**config.mk**
```make
export PLATFORM = sky130hd
export DESIGN_NAME = memory_arbiter
export DESIGN_NICKNAME = d
export VERILOG_FILES = /design/src/design/mem_bus_pkg.sv /design/src/design/arbiter_pkg.sv /design/src/design/burst_scheduler.sv /design/src/design/burst_sequencer.sv /design/src/design/byte_packer.sv /design/src/design/byte_unpacker.sv /design/src/design/memory_arbiter.sv
export SDC_FILE = /design/constraint.sdc
export NUM_CORES = 1
export LEC_CHECK = 0
export BUFFER_PORTS_ARGS = -buffer_cell sky130_fd_sc_hd__buf_2
export CORE_MARGIN = 3
export CORE_UTILIZATION = 44
export CTS_CLUSTER_SIZE = 24
export DETAILED_ROUTE_END_ITERATION = 10
export PLACE_DENSITY = 0.74
export RECOVER_POWER = 25
export SKIP_LAST_GASP = 1
export SLEW_MARGIN = 10
export SYNTH_ARGS = -nofsm -noshare
export SYNTH_HDL_FRONTEND = slang
export SYNTH_SLANG_ARGS = --single-unit
```
**constraint.sdc**
```tcl
create_clock -name clk -period 7.87 [get_ports clk]
set_input_delay 1.574 -clock clk [delete_from_list [all_inputs] [get_ports clk]]
set_output_delay 1.574 -clock clk [all_outputs]
set_load 0.02 [all_outputs]
```
**src/design/mem_bus_pkg.sv**
```systemverilog
// Types of the external 16-bit burst memory bus
// Used by the arbiter RTL and the memory model through scoped names
`default_nettype none

package mem_bus_pkg;

    // Bus widths
    localparam int MEM_DATA_BITS = 16;
    localparam int MEM_ADDR_BITS = 12;
    localparam int FIFO_BYTE_BITS = 8;

    // One memory word, two FIFO bytes with the lower byte in bits 7:0
    typedef logic [MEM_DATA_BITS-1:0] mem_word_t;

    // One byte as seen on the FIFO side
    typedef logic [FIFO_BYTE_BITS-1:0] mem_byte_t;

    // Word address
    // Port index in the upper 2 bits, ring offset in the lower 10
    typedef logic [MEM_ADDR_BITS-1:0] mem_addr_t;

endpackage

`default_nettype wire

```
**src/design/arbiter_pkg.sv**
```systemverilog
// Port, region and burst sizing definitions of the memory arbiter
// Used by the scheduler, the datapath blocks and the testbench
`default_nettype none

package arbiter_pkg;

    // Write ports and read ports come in pairs
    localparam int NUM_PORTS = 4;
    typedef logic [1:0] port_idx_t;

    // Each port pair owns one ring of words in memory
    localparam int REGION_WORDS = 256;

    // Ring pointer with wrap bit on top
    // Bits 7:0 are the word offset inside the region
    typedef logic [8:0] ring_ptr_t;

    // Burst limits
    localparam int MAX_BURST = 8;
    localparam int MIN_WRITE_BYTES = 4;

    // Burst length in words, 1 to MAX_BURST
    typedef logic [3:0] burst_len_t;

    // Byte level of a write FIFO or free space of a read FIFO
    typedef logic [7:0] fifo_count_t;

endpackage

`default_nettype wire

```
**src/design/burst_scheduler.sv**
```systemverilog
// Round-robin scan over write ports then read ports
// Keeps per-port ring pointers and sizes each burst before it starts
// A burst request is a one-cycle start, answered by burst_done
`timescale 1ns/1ns
`default_nettype none

module burst_scheduler (
    input  wire                     clk,
    input  wire                     reset,
    input  arbiter_pkg::fifo_count_t write_fifo_level [arbiter_pkg::NUM_PORTS],
    input  arbiter_pkg::fifo_count_t read_fifo_space [arbiter_pkg::NUM_PORTS],
    input  wire                     burst_done,
    output logic                    start,
    output logic                    burst_write,
    output arbiter_pkg::port_idx_t  burst_port,
    output mem_bus_pkg::mem_addr_t  burst_addr,
    output arbiter_pkg::burst_len_t burst_words
);

    // Slot 0..3 are write ports, 4..7 read ports
    logic [$clog2(2 * arbiter_pkg::NUM_PORTS)-1:0] slot;
    logic busy;

    // Ring pointers, write side fills and read side drains
    arbiter_pkg::ring_ptr_t wr_ptr [arbiter_pkg::NUM_PORTS];
    arbiter_pkg::ring_ptr_t rd_ptr [arbiter_pkg::NUM_PORTS];

    // Evaluation of the current slot
    logic                   scan_write;
    arbiter_pkg::port_idx_t scan_port;
    arbiter_pkg::ring_ptr_t ring_pos;
    logic [8:0]             used_words;
    logic [8:0]             free_words;
    logic [8:0]             fill_words;
    logic [8:0]             room_words;
    logic [8:0]             wrap_words;
    logic [8:0]             len_words;
    logic                   eligible;

    function automatic logic [8:0] min_words(input logic [8:0] a, input logic [8:0] b);
        return (a < b) ? a : b;
    endfunction

    always_comb begin
        scan_write = ~slot[2];
        scan_port  = slot[1:0];
        // Wrap bit makes full and empty distinct
        used_words = wr_ptr[scan_port] - rd_ptr[scan_port];
        free_words = 9'(arbiter_pkg::REGION_WORDS) - used_words;
        if (scan_write) begin
            ring_pos   = wr_ptr[scan_port];
            // Whole words only, odd byte waits for its partner
            fill_words = 9'(write_fifo_level[scan_port] >> 1);
            room_words = free_words;
            eligible   = (write_fifo_level[scan_port] >= arbiter_pkg::MIN_WRITE_BYTES) &&
                         (free_words != '0);
        end else begin
            ring_pos   = rd_ptr[scan_port];
            fill_words = used_words;
            room_words = 9'(read_fifo_space[scan_port] >> 1);
            eligible   = (used_words != '0) && (read_fifo_space[scan_port] >= 8'd2);
        end
        // Bursts never cross the ring end
        wrap_words = 9'(arbiter_pkg::REGION_WORDS) - {1'b0, ring_pos[7:0]};
        len_words  = min_words(min_words(fill_words, room_words),
                               min_words(wrap_words, 9'(arbiter_pkg::MAX_BURST)));
    end

    always_ff @(posedge clk) begin
        if (reset) begin
            slot        <= '0;
            busy        <= 1'b0;
            start       <= 1'b0;
            burst_write <= 1'b0;
            burst_port  <= '0;
            burst_addr  <= '0;
            burst_words <= '0;
            for (int p = 0; p < arbiter_pkg::NUM_PORTS; p++) begin
                wr_ptr[p] <= '0;
                rd_ptr[p] <= '0;
            end
        end else begin
            start <= 1'b0;
            if (!busy) begin
                if (eligible) begin
                    // Parameters stay put until the next start
                    start       <= 1'b1;
                    busy        <= 1'b1;
                    burst_write <= scan_write;
                    burst_port  <= scan_port;
                    burst_addr  <= {scan_port, 2'b00, ring_pos[7:0]};
                    burst_words <= len_words[3:0];
                end else begin
                    slot <= slot + 1'b1;
                end
            end else if (burst_done) begin
                // Resume the scan at the slot after the one served
                busy <= 1'b0;
                slot <= slot + 1'b1;
                if (burst_write)
                    wr_ptr[burst_port] <= wr_ptr[burst_port] + 9'(burst_words);
                else
                    rd_ptr[burst_port] <= rd_ptr[burst_port] + 9'(burst_words);
            end
        end
    end

endmodule

`default_nettype wire

```
**src/design/burst_sequencer.sv**
```systemverilog
// Memory burst FSM: address cycle, wait, data beats, done
// One word every two cycles, beat on the second cycle of each pair
`timescale 1ns/1ns
`default_nettype none

module burst_sequencer (
    input  wire                     clk,
    input  wire                     reset,
    input  wire                     start,
    input  wire                     burst_write,
    input  mem_bus_pkg::mem_addr_t  burst_addr,
    input  arbiter_pkg::burst_len_t burst_words,
    input  wire                     mem_wait,
    output mem_bus_pkg::mem_addr_t  mem_addr,
    output logic                    mem_ce,
    output logic                    mem_addr_valid,
    output logic                    mem_we,
    output logic                    mem_beat,
    output logic                    pop_phase,
    output logic                    burst_done
);

    typedef enum logic [2:0] {
        ST_IDLE,
        ST_ADDR,
        ST_WAIT,
        ST_ACTIVE,
        ST_DONE
    } seq_state_t;

    seq_state_t              state;
    logic                    phase;
    logic                    write_q;
    arbiter_pkg::burst_len_t words_left;

    // Bus controls decode straight from the state
    assign mem_ce         = (state == ST_ADDR) || (state == ST_WAIT) || (state == ST_ACTIVE);
    assign mem_addr_valid = (state == ST_ADDR);
    assign mem_we         = mem_ce && write_q;
    assign mem_beat       = (state == ST_ACTIVE) && phase;
    assign pop_phase      = (state == ST_ACTIVE) && !phase;
    assign burst_done     = (state == ST_DONE);

    always_ff @(posedge clk) begin
        if (reset) begin
            state      <= ST_IDLE;
            phase      <= 1'b0;
            write_q    <= 1'b0;
            words_left <= '0;
        end else begin
            case (state)
                ST_IDLE: begin
                    if (start) begin
                        write_q    <= burst_write;
                        words_left <= burst_words;
                        state      <= ST_ADDR;
                    end
                end
                ST_ADDR: state <= ST_WAIT;
                ST_WAIT: begin
                    // Memory holds wait high until it is ready for data
                    if (!mem_wait) begin
                        phase <= 1'b0;
                        state <= ST_ACTIVE;
                    end
                end
                ST_ACTIVE: begin
                    phase <= ~phase;
                    if (phase) begin
                        words_left <= words_left - 1'b1;
                        if (words_left == 4'd1)
                            state <= ST_DONE;
                    end
                end
                default: state <= ST_IDLE;
            endcase
        end
    end

    // Start address held for the whole burst
    always_ff @(posedge clk) begin
        if (start && (state == ST_IDLE))
            mem_addr <= burst_addr;
    end

endmodule

`default_nettype wire

```
**src/design/byte_packer.sv**
```systemverilog
// Packs write FIFO bytes into memory words during write bursts
// Pops the lower byte on the pop phase and the upper byte on the beat
`timescale 1ns/1ns
`default_nettype none

module byte_packer (
    input  wire                             clk,
    input  wire                             reset,
    input  arbiter_pkg::port_idx_t          burst_port,
    input  wire                             mem_we,
    input  wire                             pop_phase,
    input  wire                             mem_beat,
    input  mem_bus_pkg::mem_byte_t          write_fifo_data [arbiter_pkg::NUM_PORTS],
    output logic [arbiter_pkg::NUM_PORTS-1:0] write_fifo_pop,
    output mem_bus_pkg::mem_word_t          mem_wdata
);

    mem_bus_pkg::mem_byte_t lower_byte;
    mem_bus_pkg::mem_byte_t head_byte;
    logic                   take_byte;

    // FIFO head of the port being served
    assign head_byte = write_fifo_data[burst_port];

    // Two pops per word, both on the served port only
    assign take_byte = mem_we && (pop_phase || mem_beat);

    always_comb begin
        write_fifo_pop = '0;
        write_fifo_pop[burst_port] = take_byte;
    end

    // Lower byte waits one cycle for its partner
    always_ff @(posedge clk) begin
        if (reset)
            lower_byte <= '0;
        else if (mem_we && pop_phase)
            lower_byte <= head_byte;
    end

    // Upper byte comes live from the FIFO on the beat
    assign mem_wdata = {head_byte, lower_byte};

endmodule

`default_nettype wire

```
**src/design/byte_unpacker.sv**
```systemverilog
// Splits memory words of read bursts into two pushed bytes
// Lower byte on the beat, upper byte one cycle later
`timescale 1ns/1ns
`default_nettype none

module byte_unpacker (
    input  wire                             clk,
    input  wire                             reset,
    input  arbiter_pkg::port_idx_t          burst_port,
    input  wire                             mem_we,
    input  wire                             mem_beat,
    input  mem_bus_pkg::mem_word_t          mem_rdata,
    output logic [arbiter_pkg::NUM_PORTS-1:0] read_fifo_push,
    output mem_bus_pkg::mem_byte_t          read_fifo_data
);

    logic                   read_beat;
    logic                   upper_pending;
    arbiter_pkg::port_idx_t upper_port;
    mem_bus_pkg::mem_byte_t upper_byte;

    assign read_beat = mem_beat && !mem_we;

    // Beats are two cycles apart so the pending byte never meets a beat
    always_comb begin
        read_fifo_push = '0;
        if (read_beat)
            read_fifo_push[burst_port] = 1'b1;
        if (upper_pending)
            read_fifo_push[upper_port] = 1'b1;
    end

    assign read_fifo_data = upper_pending ? upper_byte : mem_rdata[7:0];

    always_ff @(posedge clk) begin
        if (reset)
            upper_pending <= 1'b0;
        else
            upper_pending <= read_beat;
    end

    // Upper half and its port held for the following cycle
    always_ff @(posedge clk) begin
        if (read_beat) begin
            upper_byte <= mem_rdata[15:8];
            upper_port <= burst_port;
        end
    end

endmodule

`default_nettype wire

```
**src/design/memory_arbiter.sv**
```systemverilog
// Memory arbiter top, four write FIFOs and four read FIFOs to one burst memory
// Scheduler picks the port, sequencer runs the memory bus, packer and
// unpacker move the bytes
`timescale 1ns/1ns
`default_nettype none

module memory_arbiter (
    input  wire                             clk,
    input  wire                             reset,
    // Write FIFO side
    input  arbiter_pkg::fifo_count_t        write_fifo_level [arbiter_pkg::NUM_PORTS],
    input  mem_bus_pkg::mem_byte_t          write_fifo_data [arbiter_pkg::NUM_PORTS],
    output logic [arbiter_pkg::NUM_PORTS-1:0] write_fifo_pop,
    // Read FIFO side
    input  arbiter_pkg::fifo_count_t        read_fifo_space [arbiter_pkg::NUM_PORTS],
    output mem_bus_pkg::mem_byte_t          read_fifo_data,
    output logic [arbiter_pkg::NUM_PORTS-1:0] read_fifo_push,
    // Burst memory
    output mem_bus_pkg::mem_addr_t          mem_addr,
    output logic                            mem_ce,
    output logic                            mem_addr_valid,
    output logic                            mem_we,
    input  wire                             mem_wait,
    output logic                            mem_beat,
    output mem_bus_pkg::mem_word_t          mem_wdata,
    input  mem_bus_pkg::mem_word_t          mem_rdata
);

    // Scheduler to sequencer
    logic                    start;
    logic                    burst_write;
    arbiter_pkg::port_idx_t  burst_port;
    mem_bus_pkg::mem_addr_t  burst_addr;
    arbiter_pkg::burst_len_t burst_words;
    logic                    burst_done;
    // Sequencer to packer
    logic                    pop_phase;

    burst_scheduler u_scheduler (
        .clk              (clk),
        .reset            (reset),
        .write_fifo_level (write_fifo_level),
        .read_fifo_space  (read_fifo_space),
        .burst_done       (burst_done),
        .start            (start),
        .burst_write      (burst_write),
        .burst_port       (burst_port),
        .burst_addr       (burst_addr),
        .burst_words      (burst_words)
    );

    burst_sequencer u_sequencer (
        .clk            (clk),
        .reset          (reset),
        .start          (start),
        .burst_write    (burst_write),
        .burst_addr     (burst_addr),
        .burst_words    (burst_words),
        .mem_wait       (mem_wait),
        .mem_addr       (mem_addr),
        .mem_ce         (mem_ce),
        .mem_addr_valid (mem_addr_valid),
        .mem_we         (mem_we),
        .mem_beat       (mem_beat),
        .pop_phase      (pop_phase),
        .burst_done     (burst_done)
    );

    byte_packer u_packer (
        .clk             (clk),
        .reset           (reset),
        .burst_port      (burst_port),
        .mem_we          (mem_we),
        .pop_phase       (pop_phase),
        .mem_beat        (mem_beat),
        .write_fifo_data (write_fifo_data),
        .write_fifo_pop  (write_fifo_pop),
        .mem_wdata       (mem_wdata)
    );

    byte_unpacker u_unpacker (
        .clk            (clk),
        .reset          (reset),
        .burst_port     (burst_port),
        .mem_we         (mem_we),
        .mem_beat       (mem_beat),
        .mem_rdata      (mem_rdata),
        .read_fifo_push (read_fifo_push),
        .read_fifo_data (read_fifo_data)
    );

endmodule

`default_nettype wire

```
Yosys cells after proc, flatten, opt, wreduce, memory -nomap -nowiden
Memories as Yosys holds them, arrays and structs flattened. A register that Yosys moved wholly into a read port is not among the register bits.
Index checks and enable logic that the tools add are counted.
{"block": "totals", "n_memories": 2, "output_inout_bits": 48, "ram_bits": 72, "inputBits": 115, "ff_bits": 60, "elab_cells": 149}
{"name": "u_scheduler.rd_ptr", "depth": 4, "word_bits": 9, "rd": 2, "rd_clocked_by_memory_dff": 2, "wr": 4, "line_no": "burst_scheduler.sv:26", "source": "arbiter_pkg::ring_ptr_t rd_ptr [arbiter_pkg::NUM_PORTS];"}
{"name": "u_scheduler.wr_ptr", "depth": 4, "word_bits": 9, "rd": 2, "rd_clocked_by_memory_dff": 2, "wr": 4, "line_no": "burst_scheduler.sv:25", "source": "arbiter_pkg::ring_ptr_t wr_ptr [arbiter_pkg::NUM_PORTS];"}
{"block": "classes", "n_mux": 65, "eq_ne": 11, "reduce_logical": 30, "bitwise": 7, "n_lt_le_gt_ge": 11, "addsub": 7}
{"operator": "8-bit two-way mux", "count": 8}
{"operator": "9-bit two-way mux", "count": 6}
{"operator": "8-bit binary-select mux with 2-bit select", "count": 3}
{"operator": "1-bit two-way mux", "count": 21}
{"operator": "3-bit two-way mux", "count": 7}
{"operator": "2-bit two-way mux", "count": 10}
{"operator": "4-bit two-way mux", "count": 5}
{"operator": "9-bit by 4-bit adder with 9-bit output", "count": 2}
{"operator": "9-bit less-than comparator", "count": 2}
{"operator": "9-bit nonzero test", "count": 2}
{"operator": "9-bit OR reduction", "count": 2}
{"operator": "3-bit one-hot mux with 4 select lines", "count": 1}
{"operator": "1-bit logical AND", "count": 11}
{"operator": "9-bit by 4-bit less-than comparator with 1-bit output, second input constant", "count": 1}
{"operator": "9-bit by 8-bit subtractor with 9-bit output, first input constant", "count": 1}
{"operator": "9-bit subtractor", "count": 1}
{"operator": "9-bit subtractor, first input constant", "count": 1}
{"operator": "8-bit by 2-bit greater-or-equal comparator with 1-bit output, second input constant", "count": 1}
{"operator": "8-bit by 3-bit greater-or-equal comparator with 1-bit output, second input constant", "count": 1}
{"operator": "2-bit inequality test, second input constant", "count": 4}
{"operator": "4-bit one-hot mux with 2 select lines", "count": 1}
{"operator": "2-bit AND reduction", "count": 4}
{"operator": "3-bit by 2-bit equality test with 1-bit output, second input constant", "count": 2}
{"operator": "3-bit greater-or-equal comparator, second input constant", "count": 2}
{"operator": "other kinds (21)", "count": 32}

Depth between registers and ports, before layout
Gate-level depths: netlist (run 1).
{"block": "depth", "ltp_word": 11, "mapped_depth": 32, "ltp_nobuf": 30}

Hierarchy
A second synthesis (run 1) with hierarchy kept.
{"block": "hier_totals", "cells_unflattened": 790, "hier_area_um2": 8787.2}
{"module": "burst_scheduler", "area_per_inst_um2": 6638.9, "cells_per_inst": 612, "n_inst": 1, "seq_area_each_um2": 2642.5}
{"module": "burst_sequencer", "area_per_inst_um2": 894.6, "cells_per_inst": 75, "n_inst": 1, "seq_area_each_um2": 540.5}
{"module": "byte_packer", "area_per_inst_um2": 725.7, "cells_per_inst": 71, "n_inst": 1, "seq_area_each_um2": 160.2}
{"module": "byte_unpacker", "area_per_inst_um2": 528.0, "cells_per_inst": 32, "n_inst": 1, "seq_area_each_um2": 320.3}

Worst setup path before layout (run 1)
No wires, ideal clock.
{"block": "synth_timing", "kind": "register -> register", "from": "reg with a tool-made name", "to": "reg u_scheduler.burst_words[3]", "t_arrival_ps": 6324, "required_ps": 7812, "path_stages_with_launch": 32, "period_less_slack_ps": 6382, "slack_ps": 1488, "setup_time_ps": 58, "n_path_buf": 2, "path_cell_list": "dfxtp_1 > buf_2 > buf_2 > mux4_2 > ha_1 > fa_1 > nor2b_1 > o22ai_1 > xnor2_1 > or3_1 > nor2_1 > xor2_1 > nand2_1 > o21ai_0 > ha_1 > nand2_1 > nor2_1 > o21ai_0 > nand3b_1 > nor3_1 > nor4_4 > mux2_2 > ha_1 > a21o_1 > a21o_1 > a21oi_1 > o21ai_0 > nand3_1 > nand2_1 > a21o_1 > nor3b_1 > o221a_2"}
{"item": "end signal, assigned", "line_no": "burst_scheduler.sv:92", "source": "burst_words <= len_words[3:0];"}
{"item": "end, declared", "line_no": "burst_scheduler.sv:17", "source": "output arbiter_pkg::burst_len_t burst_words"}

==> results by group, run 1 <==
Run status
  – Status: finished, violations left
  – Failing checks: max-capacitance violations, max-slew violations

Routing
  – Post-DR wirelength/cell: 17.85 um
  – Post-route DRC: 0
  – Final WL: 21620 um
  – DR vias: 6838
  – Post-DRT Antenna Nets: 0
  – DRT iter0 DRCs: 402
  – Pre-antenna DRT Iters: 5
  – Vias per std cell: 5.647

Placement
  – Port Buffers: 152
  – Post-Place Setup Slack: 893.8 ps
  – Placer Congestion: 0.8860
  – DP HPWL: 15550 um
  – Post-DP Area: 9696 sq um

Global routing
  – Largest net degree at the start of global routing: 41
  – Number of global-route vias before repair: 6931
  – Most Crowded Layer GR: met2
  – Initial antenna violation count: 0
  – Met1 GRT Util: 0.2456
  – Met2 Use GR: 0.3586
  – Total congestion overflow: 0
  – All-Layer GR Usage: 0.2019
  – First-pass GRT wire length: 34820 um
  – Routing usage on met3: 0.04221

Synthesis
  – Netlist Area Pre-Place: 8688 sq um
  – Post-synth cell types: 70
  – Gate Count Post-Synth: 794
  – Number of flops mapped to enable cells by yosys: 92
  – Mean Syn Cell Area: 10.94 sq um
  – Main synth FF type: edfxtp_1
  – Sequential share of the synthesized area: 0.4147
  – Async SR Flop Fraction: 0
  – Syn. warnings: 0
  – Register bit count reported by yosys: 134

Timing
  – Fin. Hold Viols: 0
  – Fin worst setup slack: 806.0 ps
  – Slew Limit Fails: 41
  – Skew final: 7.628 ps
  – Final Setup Violations: 0
  – Slew @ Worst Pin: 1924 ps
  – Crit share post-route: 0.8976
  – F_max: 0.1416 GHz
  – Tmin final: 7064 ps
  – Rel. slew slack: -0.2824
  – Setup TNS: 0 ps
  – RSZ-0062 raised after global routing: false

Run
  – Total of max-cap violations: 1

Layout
  – Utilization after layout: 0.5386
  – Nets: 1093
  – Layout area overhead: 18.29%
  – Diode count: 0
  – Fin area: 10280 sq um
  – Share of layout cells above drive strength 1: 0.2923

Power
  – Combinational share of power: 0.156
  – Sw Pwr: 494.1 uW
  – Clk pwr share: 0.420
  – Int Power: 1387 uW
  – Reg power frac: 0.425
  – Switching portion of total power: 0.2627
  – Pwr dens: 183.0 nW/um^2
  – Leakage power: 0.004202 uW
  – Peak supply drop: 0.1411 mV

Setup path
  – Worst path bufs/invs: 1
  – Kind of critical path: register to register
  – Data arrival time of the critical path: 7400 ps
  – Critical Path Start Type: register
  – Critical path capture point type: register
  – CP required: 8210 ps
  – CP peak stage delay: 630 ps
  – Max FO, Critical Path: 15
  – CP max stage cell: dfxtp_1
  – CP top delay family: simple AND/OR/NAND/NOR gates

Clocking
  – Clk sinks: 134
  – Clk slew on worst S/H paths: 60 ps
  – H-tree depth: 4
  – CTS Buffer Depth: 2
  – Hold buffers post-CTS: 0
  – CTS tree: yes
  – CTS root buf: clkbuf_16
  – CTS resizes: 0
  – Number of buffers created by CTS: 17
  – Later-pin clock latency in the skew report: 420 ps
  – Post-CTS Setup Inserts: 0

Die
  – Vert. Die Dim: 146.5 um
  – Die Wd: 146.5 um
  – Core area: 19080 sq um
  – Die ar.: 21470 sq um
  – Initial Utilization: 0.4553
  – I/O pin count: 163
  – Cell row count: 50

Min path
  – Worst Hold Class: register to register
## final cells by class
type,instances,area (sq um)
Clock buffer,22,528.0
Tap cell,260,325.3
Inverter,43,161.4
Clock inverter,10,78.83
Fill cell,1667,8803
Timing Repair Buffer,159,794.5
Multi-Input combinational cell,583,4786
Sequential cell,134,3603
## path summary, 6_finish.rpt
kind,slack [ps],end,depth (start not counted),startpoint
setup / recovery,810,u_scheduler.burst_words[1],29,register
hold / removal,440,u_sequencer.mem_addr[7],0,u_scheduler.burst_addr[7]
setup reg to reg,810,u_scheduler.burst_words[1],29,register
hold reg to reg,440,u_sequencer.mem_addr[7],0,u_scheduler.burst_addr[7]
## metal layers
layer,part of all wire,up-vias
li1,-,3266
met1,0.41,3295
met2,0.50,243
met3,0.063,34
met4,0.019,0
met5,0,-
## cells by family after synthesis
logic type      after synthesis  synth area share
compound gates              133            0.1152
xor+xnor                     29           0.02923
fa+ha+maj                    40           0.06020
buf+inv                      84           0.03859
flops                       134            0.4147
mux                          99            0.1935
other cells                   2         0.0008644
simple gates                273            0.1476
## registers in the layout, indices dropped and copies added (netlist names), 2 cells and up, named ones only
register	count
u_sequencer.words_left	4
u_unpacker.upper_byte	8
u_scheduler.slot	3
u_scheduler.wr_ptr	36
u_sequencer.mem_addr	10
u_scheduler.burst_addr	8
u_scheduler.burst_words	4
u_scheduler.rd_ptr	36
u_unpacker.upper_port	2
u_sequencer.state	3
u_packer.lower_byte	8
u_scheduler.burst_port	2
## worst reg2reg max path: cells and delay by family, from the launching register on
| family | cells | cell delay, ps |
|---|---|---|
| AOI/OAI and AO/OA | 9 | 1250 |
| muxes | 2 | 1010 |
| adders and majority gates | 3 | 990 |
| DFF | 1 | 630 |
| and+or+nand+nor | 12 | 2120 |
| buffers and inverters | 1 | 380 |
| xor gates and xnor gates | 2 | 620 |
## Yosys cell counts, types with 3 or more instances
master	instances	area (sq um)
buf_2	4	20.02
o21a_1	8	60.06
a311o_1	3	30.03
a2111oi_0	3	26.28
nor3b_1	5	37.54
nor2_1	114	427.9
mux2_2	22	247.7
xor2_1	11	96.34
a221oi_1	4	35.03
o211a_1	4	40.04
nand3b_1	5	37.54
o22ai_1	5	31.28
a21o_1	9	67.56
a211oi_1	4	30.03
buf_1	7	26.28
o31ai_1	5	37.54
nor4_1	10	62.56
mux2i_1	24	240.2
o32ai_1	3	26.28
nand2_1	65	244.0
xnor2_1	18	157.7
nand2b_1	10	62.56
a211oi_2	5	62.56
clkbuf_1	27	101.4
a21oi_1	20	100.1
mux4_2	53	1194
nor2b_1	9	56.30
fa_1	3	60.06
edfxtp_1	92	2763
o21ai_0	30	150.1
nand4_1	4	25.02
nand3_1	8	40.04
or2_2	6	37.54
and2_1	3	18.77
dfxtp_1	42	840.8
ha_1	37	462.9
inv_1	43	161.4
or3_1	3	18.77
o211ai_1	8	60.06
nor3_1	19	95.09
## power by group through the flow
stage	registers [uW]	logic [uW]	clock network, uW
final	799	293	789
after floorplan	806	210	0
after detailed placement	813	291	0
after CTS	799	294	797
after global routing	802	325	828
after global placement	812	285	0
## placed cells by master, fill, tap and decap left out, drive strengths merged, types with 24 or more instances in the layout
master / count
buf: 146
nor2: 115
edfxtp: 92
nand2: 66
mux4: 53
inv: 48
dfxtp: 42
ha: 37
clkbuf: 35
o21ai: 30
mux2i: 24
## per-stage QoR
stage / hold WS, ps / cells / power [uW]
2_1_floorplan: 407.6 / 801 / 1017
3_3_place_gp: 413.6 / 1179 / 1097
3_5_place_dp: 427.5 / 1179 / 1105
4_1_cts: 443.6 / 1211 / 1889
5_1_grt: 459.6 / 1211 / 1955
6_report: 437.6 / 1211 / 1881
Note: power is estimated with default switching activity, not from simulation.
==> inputs of run 2 (changes only) <==
--- a/config.mk
+++ b/config.mk
@@ -6,11 +6,13 @@
 export NUM_CORES = 1
 export LEC_CHECK = 0
 export BUFFER_PORTS_ARGS = -buffer_cell sky130_fd_sc_hd__buf_2
+export CELL_PAD_IN_SITES_DETAIL_PLACEMENT = 1
+export CELL_PAD_IN_SITES_GLOBAL_PLACEMENT = 2
 export CORE_MARGIN = 3
-export CORE_UTILIZATION = 44
+export CORE_UTILIZATION = 36
 export CTS_CLUSTER_SIZE = 24
 export DETAILED_ROUTE_END_ITERATION = 10
-export PLACE_DENSITY = 0.74
+export PLACE_DENSITY = 0.88
 export RECOVER_POWER = 25
 export SKIP_LAST_GASP = 1
 export SLEW_MARGIN = 10
==> run 2 against run 1 <==
Compared with the run above:
- the flow still finishes with violations (max-capacitance violations, max-slew violations)
- core utilization is 10 points lower
- register-to-register slack better by 50 ps
- hold slack lost 9.5 ps
- sequential power about the same
- first-iteration DRC count down 13%
- clock skew rose by 5.1 ps
- final area grew 0.63%
- non-clock buffer count up 5
- critical path type unchanged
- largest cell class unchanged
- largest power group unchanged
==> results by group, run 2 (synthesis results as in run 1) <==
Setup path
  – Critical Path Start Type: register
  – Max FO, Critical Path: 10 (-5)
  – CP top delay family: simple AND/OR/NAND/NOR gates
  – Critical path capture point type: register
  – Worst path bufs/invs: 2 (+1)
  – CP max stage cell: dfxtp_1
  – Data arrival time of the critical path: 7350 ps (-50 ps)
  – CP peak stage delay: 630 ps (about the same)
  – CP required: 8210 ps (about the same)
  – Kind of critical path: register to register

Die
  – Die Wd: 161.4 um (+10%)
  – Core area: 23610 sq um (+24%)
  – Vert. Die Dim: 161.4 um (+10%)
  – I/O pin count: 163 (unchanged)
  – Die ar.: 26030 sq um (+21%)
  – Initial Utilization: 0.3680 (-0.08739)
  – Cell row count: 56 (+12%)

Layout
  – Diode count: 0 (unchanged)
  – Layout area overhead: 19.04%
  – Reg area: 3603 sq um (unchanged)
  – Fill cells: 2674 (+60%)
  – Share of layout cells above drive strength 1: 0.2992 (+0.006839)
  – Area of the multi-input gates: 4781 sq um (-0.10%)
  – Most common cell after layout, fill and taps aside: buf_2
  – Nets: 1098 (+0.46%)
  – Commonest cells after routing, fill and taps aside: buf_2, nor2_1, edfxtp_1
  – Largest regs: u_scheduler.rd_ptr x36, u_scheduler.wr_ptr x36, u_sequencer.mem_addr x10

Power
  – Leakage power: 0.004219 uW (+0.41%)
  – Pwr dens: 180.5 nW/um^2 (-1.4%)
  – Peak supply drop: 0.1384 mV (-1.9%)

Routing
  – Post-DRT Antenna Nets: 0 (unchanged)
  – Vias per std cell: 5.429 (-3.9%)
  – Post-route DRC: 0 (unchanged)
  – Post-DR wirelength/cell: 19.50 um (+9.2%)
  – Final WL: 24860 um (+15%)
  – Pre-antenna DRT Iters: 5 (unchanged)
  – DR vias: 6922 (+1.2%)
  – DRT iter0 DRCs: 351 (-13%)

Clocking
  – Number of buffers created by CTS: 17 (unchanged)
  – CTS tree: yes
  – CTS root buf: clkbuf_16
  – CTS Buffer Depth: 2 (unchanged)
  – Clk slew on worst S/H paths: 70 ps (about the same)
  – H-tree depth: 4 (unchanged)
  – Post-CTS Setup Inserts: 0 (unchanged)
  – Later-pin clock latency in the skew report: 430 ps (about the same)
  – Hold buffers post-CTS: 0 (unchanged)
  – CTS resizes: 0 (unchanged)
  – Clk sinks: 134 (unchanged)

Global routing
  – Largest net degree at the start of global routing: 41 (unchanged)
  – Initial antenna violation count: 0 (unchanged)
  – First-pass GRT wire length: 39430 um (+13%)
  – All-Layer GR Usage: 0.1936 (-0.008383)
  – Number of global-route vias before repair: 7370 (+6.3%)
  – Total congestion overflow: 0 (unchanged)

Min path
  – Worst Hold Class: register to register

Timing
  – Slew @ Worst Pin: 2014 ps (+90.08 ps)
  – Fin. Hold Viols: 0 (unchanged)
  – Tmin final: 7010 ps (-54.33 ps)
  – Slew Limit Fails: 41 (unchanged)
  – Crit share post-route: 0.8907 (-0.006903)
  – Skew final: 12.77 ps (+5.140 ps)
  – Fin worst setup slack: 860.3 ps (+54.33 ps)
  – Setup TNS: 0 ps (unchanged)
  – Rel. slew slack: -0.3425 (-0.06006)
  – Final Setup Violations: 0 (unchanged)
  – RSZ-0062 raised after global routing: false
  – F_max: 0.1427 GHz (+0.78%)

Placement
  – Post-Place Setup Slack: 908.2 ps (+14.48 ps)
  – Port Buffers: 152 (unchanged)
  – Placer Congestion: 0.7968 (-10%)
  – DP HPWL: 18240 um (+17%)

Run status
  – Status: finished, violations left
  – Failing checks: max-capacitance violations, max-slew violations

Run
  – Total of max-cap violations: 1 (unchanged)
run 2: area by class of cell:
class                           instances  share of cell area
Multi-Input combinational cell        583              0.4623
Inverter                               43             0.01561
Tap cell                              319             0.03859
Timing Repair Buffer                  164             0.08045
Clock buffer                           17             0.04113
Clock inverter                         15             0.01355
Sequential cell                       134              0.3484
run 2: report_power, final:
group	switching, uW	total (uW)	internal (uW)
clock network	321	762	441
logic	172	304	132
registers	22.5	800	777
total	516	1870	1350
run 2: worst register-to-register path, stage by stage (launching register included):
cell and delay [ps]:
dfxtp_1 630, buf_4 310, mux4_2 590, inv_1 110
ha_1 310, nor2b_1 180, a221oi_2 260, xnor2_1 230
or3_1 480, nor2_1 150, xor2_1 80, nand2_1 90
o21ai_0 140, ha_1 360, nand2_1 50, nor2_1 100
o21ai_0 80, nand3b_1 150, nor3_1 110, nor4_4 530
mux2_2 420, ha_1 300, nand4_1 100, or2_2 340
nor4_1 410, o21ai_0 200, o211ai_1 220
run 2: worst paths after layout:
kind | slack (ps) | start | cells past startpoint | to
worst max-delay path | 860 | register | 26 | u_scheduler.burst_words[2]
worst min-delay path | 430 | u_scheduler.burst_addr[2] | 0 | u_sequencer.mem_addr[2]
worst max register to register | 860 | register | 26 | u_scheduler.burst_words[2]
worst min register to register | 430 | u_scheduler.burst_addr[2] | 0 | u_sequencer.mem_addr[2]
run 2: metal layers:
metal | vias to the layer above | GRT usage | routed length (um)
met4 | 0 | 0.07157 | 529
met3 | 34 | 0.03539 | 1241
met1 | 3436 | 0.2358 | 10430
li1 | 3264 | - | -
met5 | - | 0 | 0
met2 | 188 | 0.3421 | 12660
run 2: stage by stage:
stage                     total power [uW]  cell area [sq um]  cells  hold slack, ps    util
after floorplan                       1017               8715    801           407.6       -
after global placement                1108               9802   1243           421.7  0.4151
after detailed placement              1117               9802   1243           421.6  0.4151
after CTS                             1883              10370   1275           434.3  0.4391
after global routing                  1947              10340   1275           434.5  0.4380
final                                 1866              10340   1275           428.1  0.4380
==> inputs of run 3 (changes only) <==
--- a/config.mk
+++ b/config.mk
@@ -7,12 +7,12 @@
 export LEC_CHECK = 0
 export BUFFER_PORTS_ARGS = -buffer_cell sky130_fd_sc_hd__buf_2
 export CELL_PAD_IN_SITES_DETAIL_PLACEMENT = 1
-export CELL_PAD_IN_SITES_GLOBAL_PLACEMENT = 2
+export CELL_PAD_IN_SITES_GLOBAL_PLACEMENT = 1
 export CORE_MARGIN = 3
-export CORE_UTILIZATION = 36
+export CORE_UTILIZATION = 44
 export CTS_CLUSTER_SIZE = 24
 export DETAILED_ROUTE_END_ITERATION = 10
-export PLACE_DENSITY = 0.88
+export PLACE_DENSITY = 0.89
 export RECOVER_POWER = 25
 export SKIP_LAST_GASP = 1
 export SLEW_MARGIN = 10
==> run 3 against run 2 <==
Compared with the run above:
- the flow still finishes with violations (max-capacitance violations, max-slew violations)
- die area decreased by 18%
- global-route usage increased by 5.9 points
- clock-buffer cell count unchanged
- critical path type unchanged
==> results by group, run 3 (synthesis results as in run 1) <==
Die
  – Vert. Die Dim: 146.5 um (-9.2%)
  – Die Wd: 146.5 um (-9.2%)
  – Core area: 19080 sq um (-19%)
  – Initial Utilization: 0.4553 (+0.08739)
  – I/O pin count: 163 (unchanged)
  – Die ar.: 21470 sq um (-18%)
  – Cell row count: 50 (-11%)

Setup path
  – Data arrival time of the critical path: 7520 ps (+170 ps)
  – Max FO, Critical Path: 16 (+6)
  – CP required: 8160 ps (-50 ps)
  – Most used cell, CP: o21ai_0
  – CP max stage cell: dfxtp_1
  – Kind of critical path: register to register
  – CP peak stage delay: 810 ps (+180 ps)
  – Critical path capture point type: register
  – Critical Path Start Type: register

Layout
  – Commonest cells after routing, fill and taps aside: buf_2, nor2_1, edfxtp_1
  – Diode count: 0 (unchanged)
  – Most common cell after layout, fill and taps aside: buf_2
  – Nets: 1094 (-0.36%)
  – Fill cells: 2110 (-21%)
  – Share of layout cells above drive strength 1: 0.2920 (-0.007146)
  – Fin area: 10240 sq um (-0.98%)
  – Largest regs: u_scheduler.rd_ptr x36, u_scheduler.wr_ptr x36, u_sequencer.mem_addr x10
  – Layout area overhead: 17.87%

Min path
  – Worst Hold Class: register to register
  – Hold path start: u_scheduler.burst_addr[6]

Clocking
  – Clk slew on worst S/H paths: 70 ps (about the same)
  – CTS Buffer Depth: 2 (unchanged)
  – H-tree depth: 4 (unchanged)
  – CTS tree: yes
  – Later-pin clock latency in the skew report: 430 ps (about the same)
  – Number of buffers created by CTS: 17 (unchanged)
  – Clk sinks: 134 (unchanged)
  – Hold buffers post-CTS: 0 (unchanged)
  – Post-CTS Setup Inserts: 0 (unchanged)
  – CTS resizes: 0 (unchanged)
  – CTS root buf: clkbuf_16

Placement
  – DP HPWL: 18580 um (+1.8%)
  – Port Buffers: 152 (unchanged)
  – Post-Place Setup Slack: 814.7 ps (-93.57 ps)
  – Post-DP Area: 9698 sq um (-1.1%)
  – Placer Congestion: 0.8262 (+3.7%)

Routing
  – Post-DR wirelength/cell: 22.36 um (+15%)
  – Pre-antenna DRT Iters: 5 (unchanged)
  – DRT iter0 DRCs: 531 (+51%)
  – Post-route DRC: 0 (unchanged)
  – Final WL: 27100 um (+9.0%)
  – DR vias: 7241 (+4.6%)
  – Vias per std cell: 5.974 (+10%)
  – Post-DRT Antenna Nets: 0 (unchanged)

Power
  – Peak supply drop: 0.1575 mV (+14%)
  – Clk pwr share: 0.413 (+0.004)
  – Leakage power: 0.004184 uW (-0.83%)
  – Reg power frac: 0.423 (-0.005)
  – Switching portion of total power: 0.2872 (+0.01046)
  – Combinational share of power: 0.164 (about the same)
  – Int Power: 1351 uW (about the same)
  – Pwr dens: 185.0 nW/um^2 (+2.5%)
  – Sw Pwr: 544.2 uW (+5.4%)

Global routing
  – Number of global-route vias before repair: 7899 (+7.2%)
  – First-pass GRT wire length: 42600 um (+8.1%)
  – Largest net degree at the start of global routing: 41 (unchanged)
  – Total congestion overflow: 0 (unchanged)
  – Initial antenna violation count: 0 (unchanged)
  – All-Layer GR Usage: 0.2531 (+0.05948)

Timing
  – F_max: 0.1382 GHz (-3.1%)
  – Slew @ Worst Pin: 2070 ps (+56.49 ps)
  – RSZ-0062 raised after global routing: false
  – Setup TNS: 0 ps (unchanged)
  – Slew Limit Fails: 41 (unchanged)
  – Rel. slew slack: -0.3801 (-0.03766)
  – Fin. Hold Viols: 0 (unchanged)
  – Skew final: 11.04 ps (-1.725 ps)
  – Crit share post-route: 0.9193 (+0.02864)
  – Tmin final: 7235 ps (+225.4 ps)
  – Fin worst setup slack: 634.9 ps (-225.4 ps)
  – Final Setup Violations: 0 (unchanged)

Run status
  – Failing checks: max-capacitance violations, max-slew violations
  – Status: finished, violations left

Run
  – Total of max-cap violations: 1 (unchanged)
==> run 3: final timing paths <==
check | endpoint | depth (start not counted) | slack, ps
setup reg to reg | u_scheduler.burst_words[2] | 30 | 630
hold / removal | u_sequencer.mem_addr[6] | 0 | 440
hold reg to reg | u_sequencer.mem_addr[6] | 0 | 440
setup / recovery | u_scheduler.burst_words[2] | 30 | 630
==> run 3: worst max-delay path: cells and delay by family (launching register included) <==
family / cells / cell delay (ps)
mux: 2 / 830
buf+inv: 2 / 510
compound gates: 10 / 1600
fa+ha+maj: 3 / 1010
simple gates: 11 / 2080
xor+xnor: 2 / 230
flops: 1 / 810
==> run 3: power groups by stage <==
stage / Combinational (uW) / Sequential (uW) / Clock, uW
floorplan: 210 / 806 / 0
global placement: 290 / 812 / 0
detailed placement: 303 / 815 / 0
CTS: 310 / 801 / 783
global route: 342 / 804 / 812
finish: 310 / 802 / 783
==> run 3: area by class of cell <==
type	instances	area, sq um	share of cell area
Timing Repair Buffer	160	802.0	0.07831
Multi-Input combinational cell	583	4781	0.4668
Tap cell	260	325.3	0.03177
Sequential cell	134	3603	0.3519
Clock inverter	15	142.6	0.01393
Inverter	43	161.4	0.01576
Clock buffer	17	425.4	0.04154
==> run 3: per-layer routing <==
metal | GRT usage | part of all wire | vias up
li1 | - | - | 3247
met1 | 0.2938 | 0.39 | 3644
met2 | 0.4552 | 0.52 | 284
met3 | 0.04749 | 0.060 | 66
met4 | 0.1110 | 0.031 | 0
met5 | 0 | 0 | -
==> run 3: per-stage QoR <==
step	total power (uW)	util	hold slack (ps)	std cells
final	1895	0.5367	438.5	1212
after global placement	1102	0.5083	419.5	1180
after global routing	1958	0.5367	454.9	1212
after floorplan	1017	-	407.6	801
after CTS	1894	0.5380	443.2	1212
after detailed placement	1117	0.5083	423.8	1180
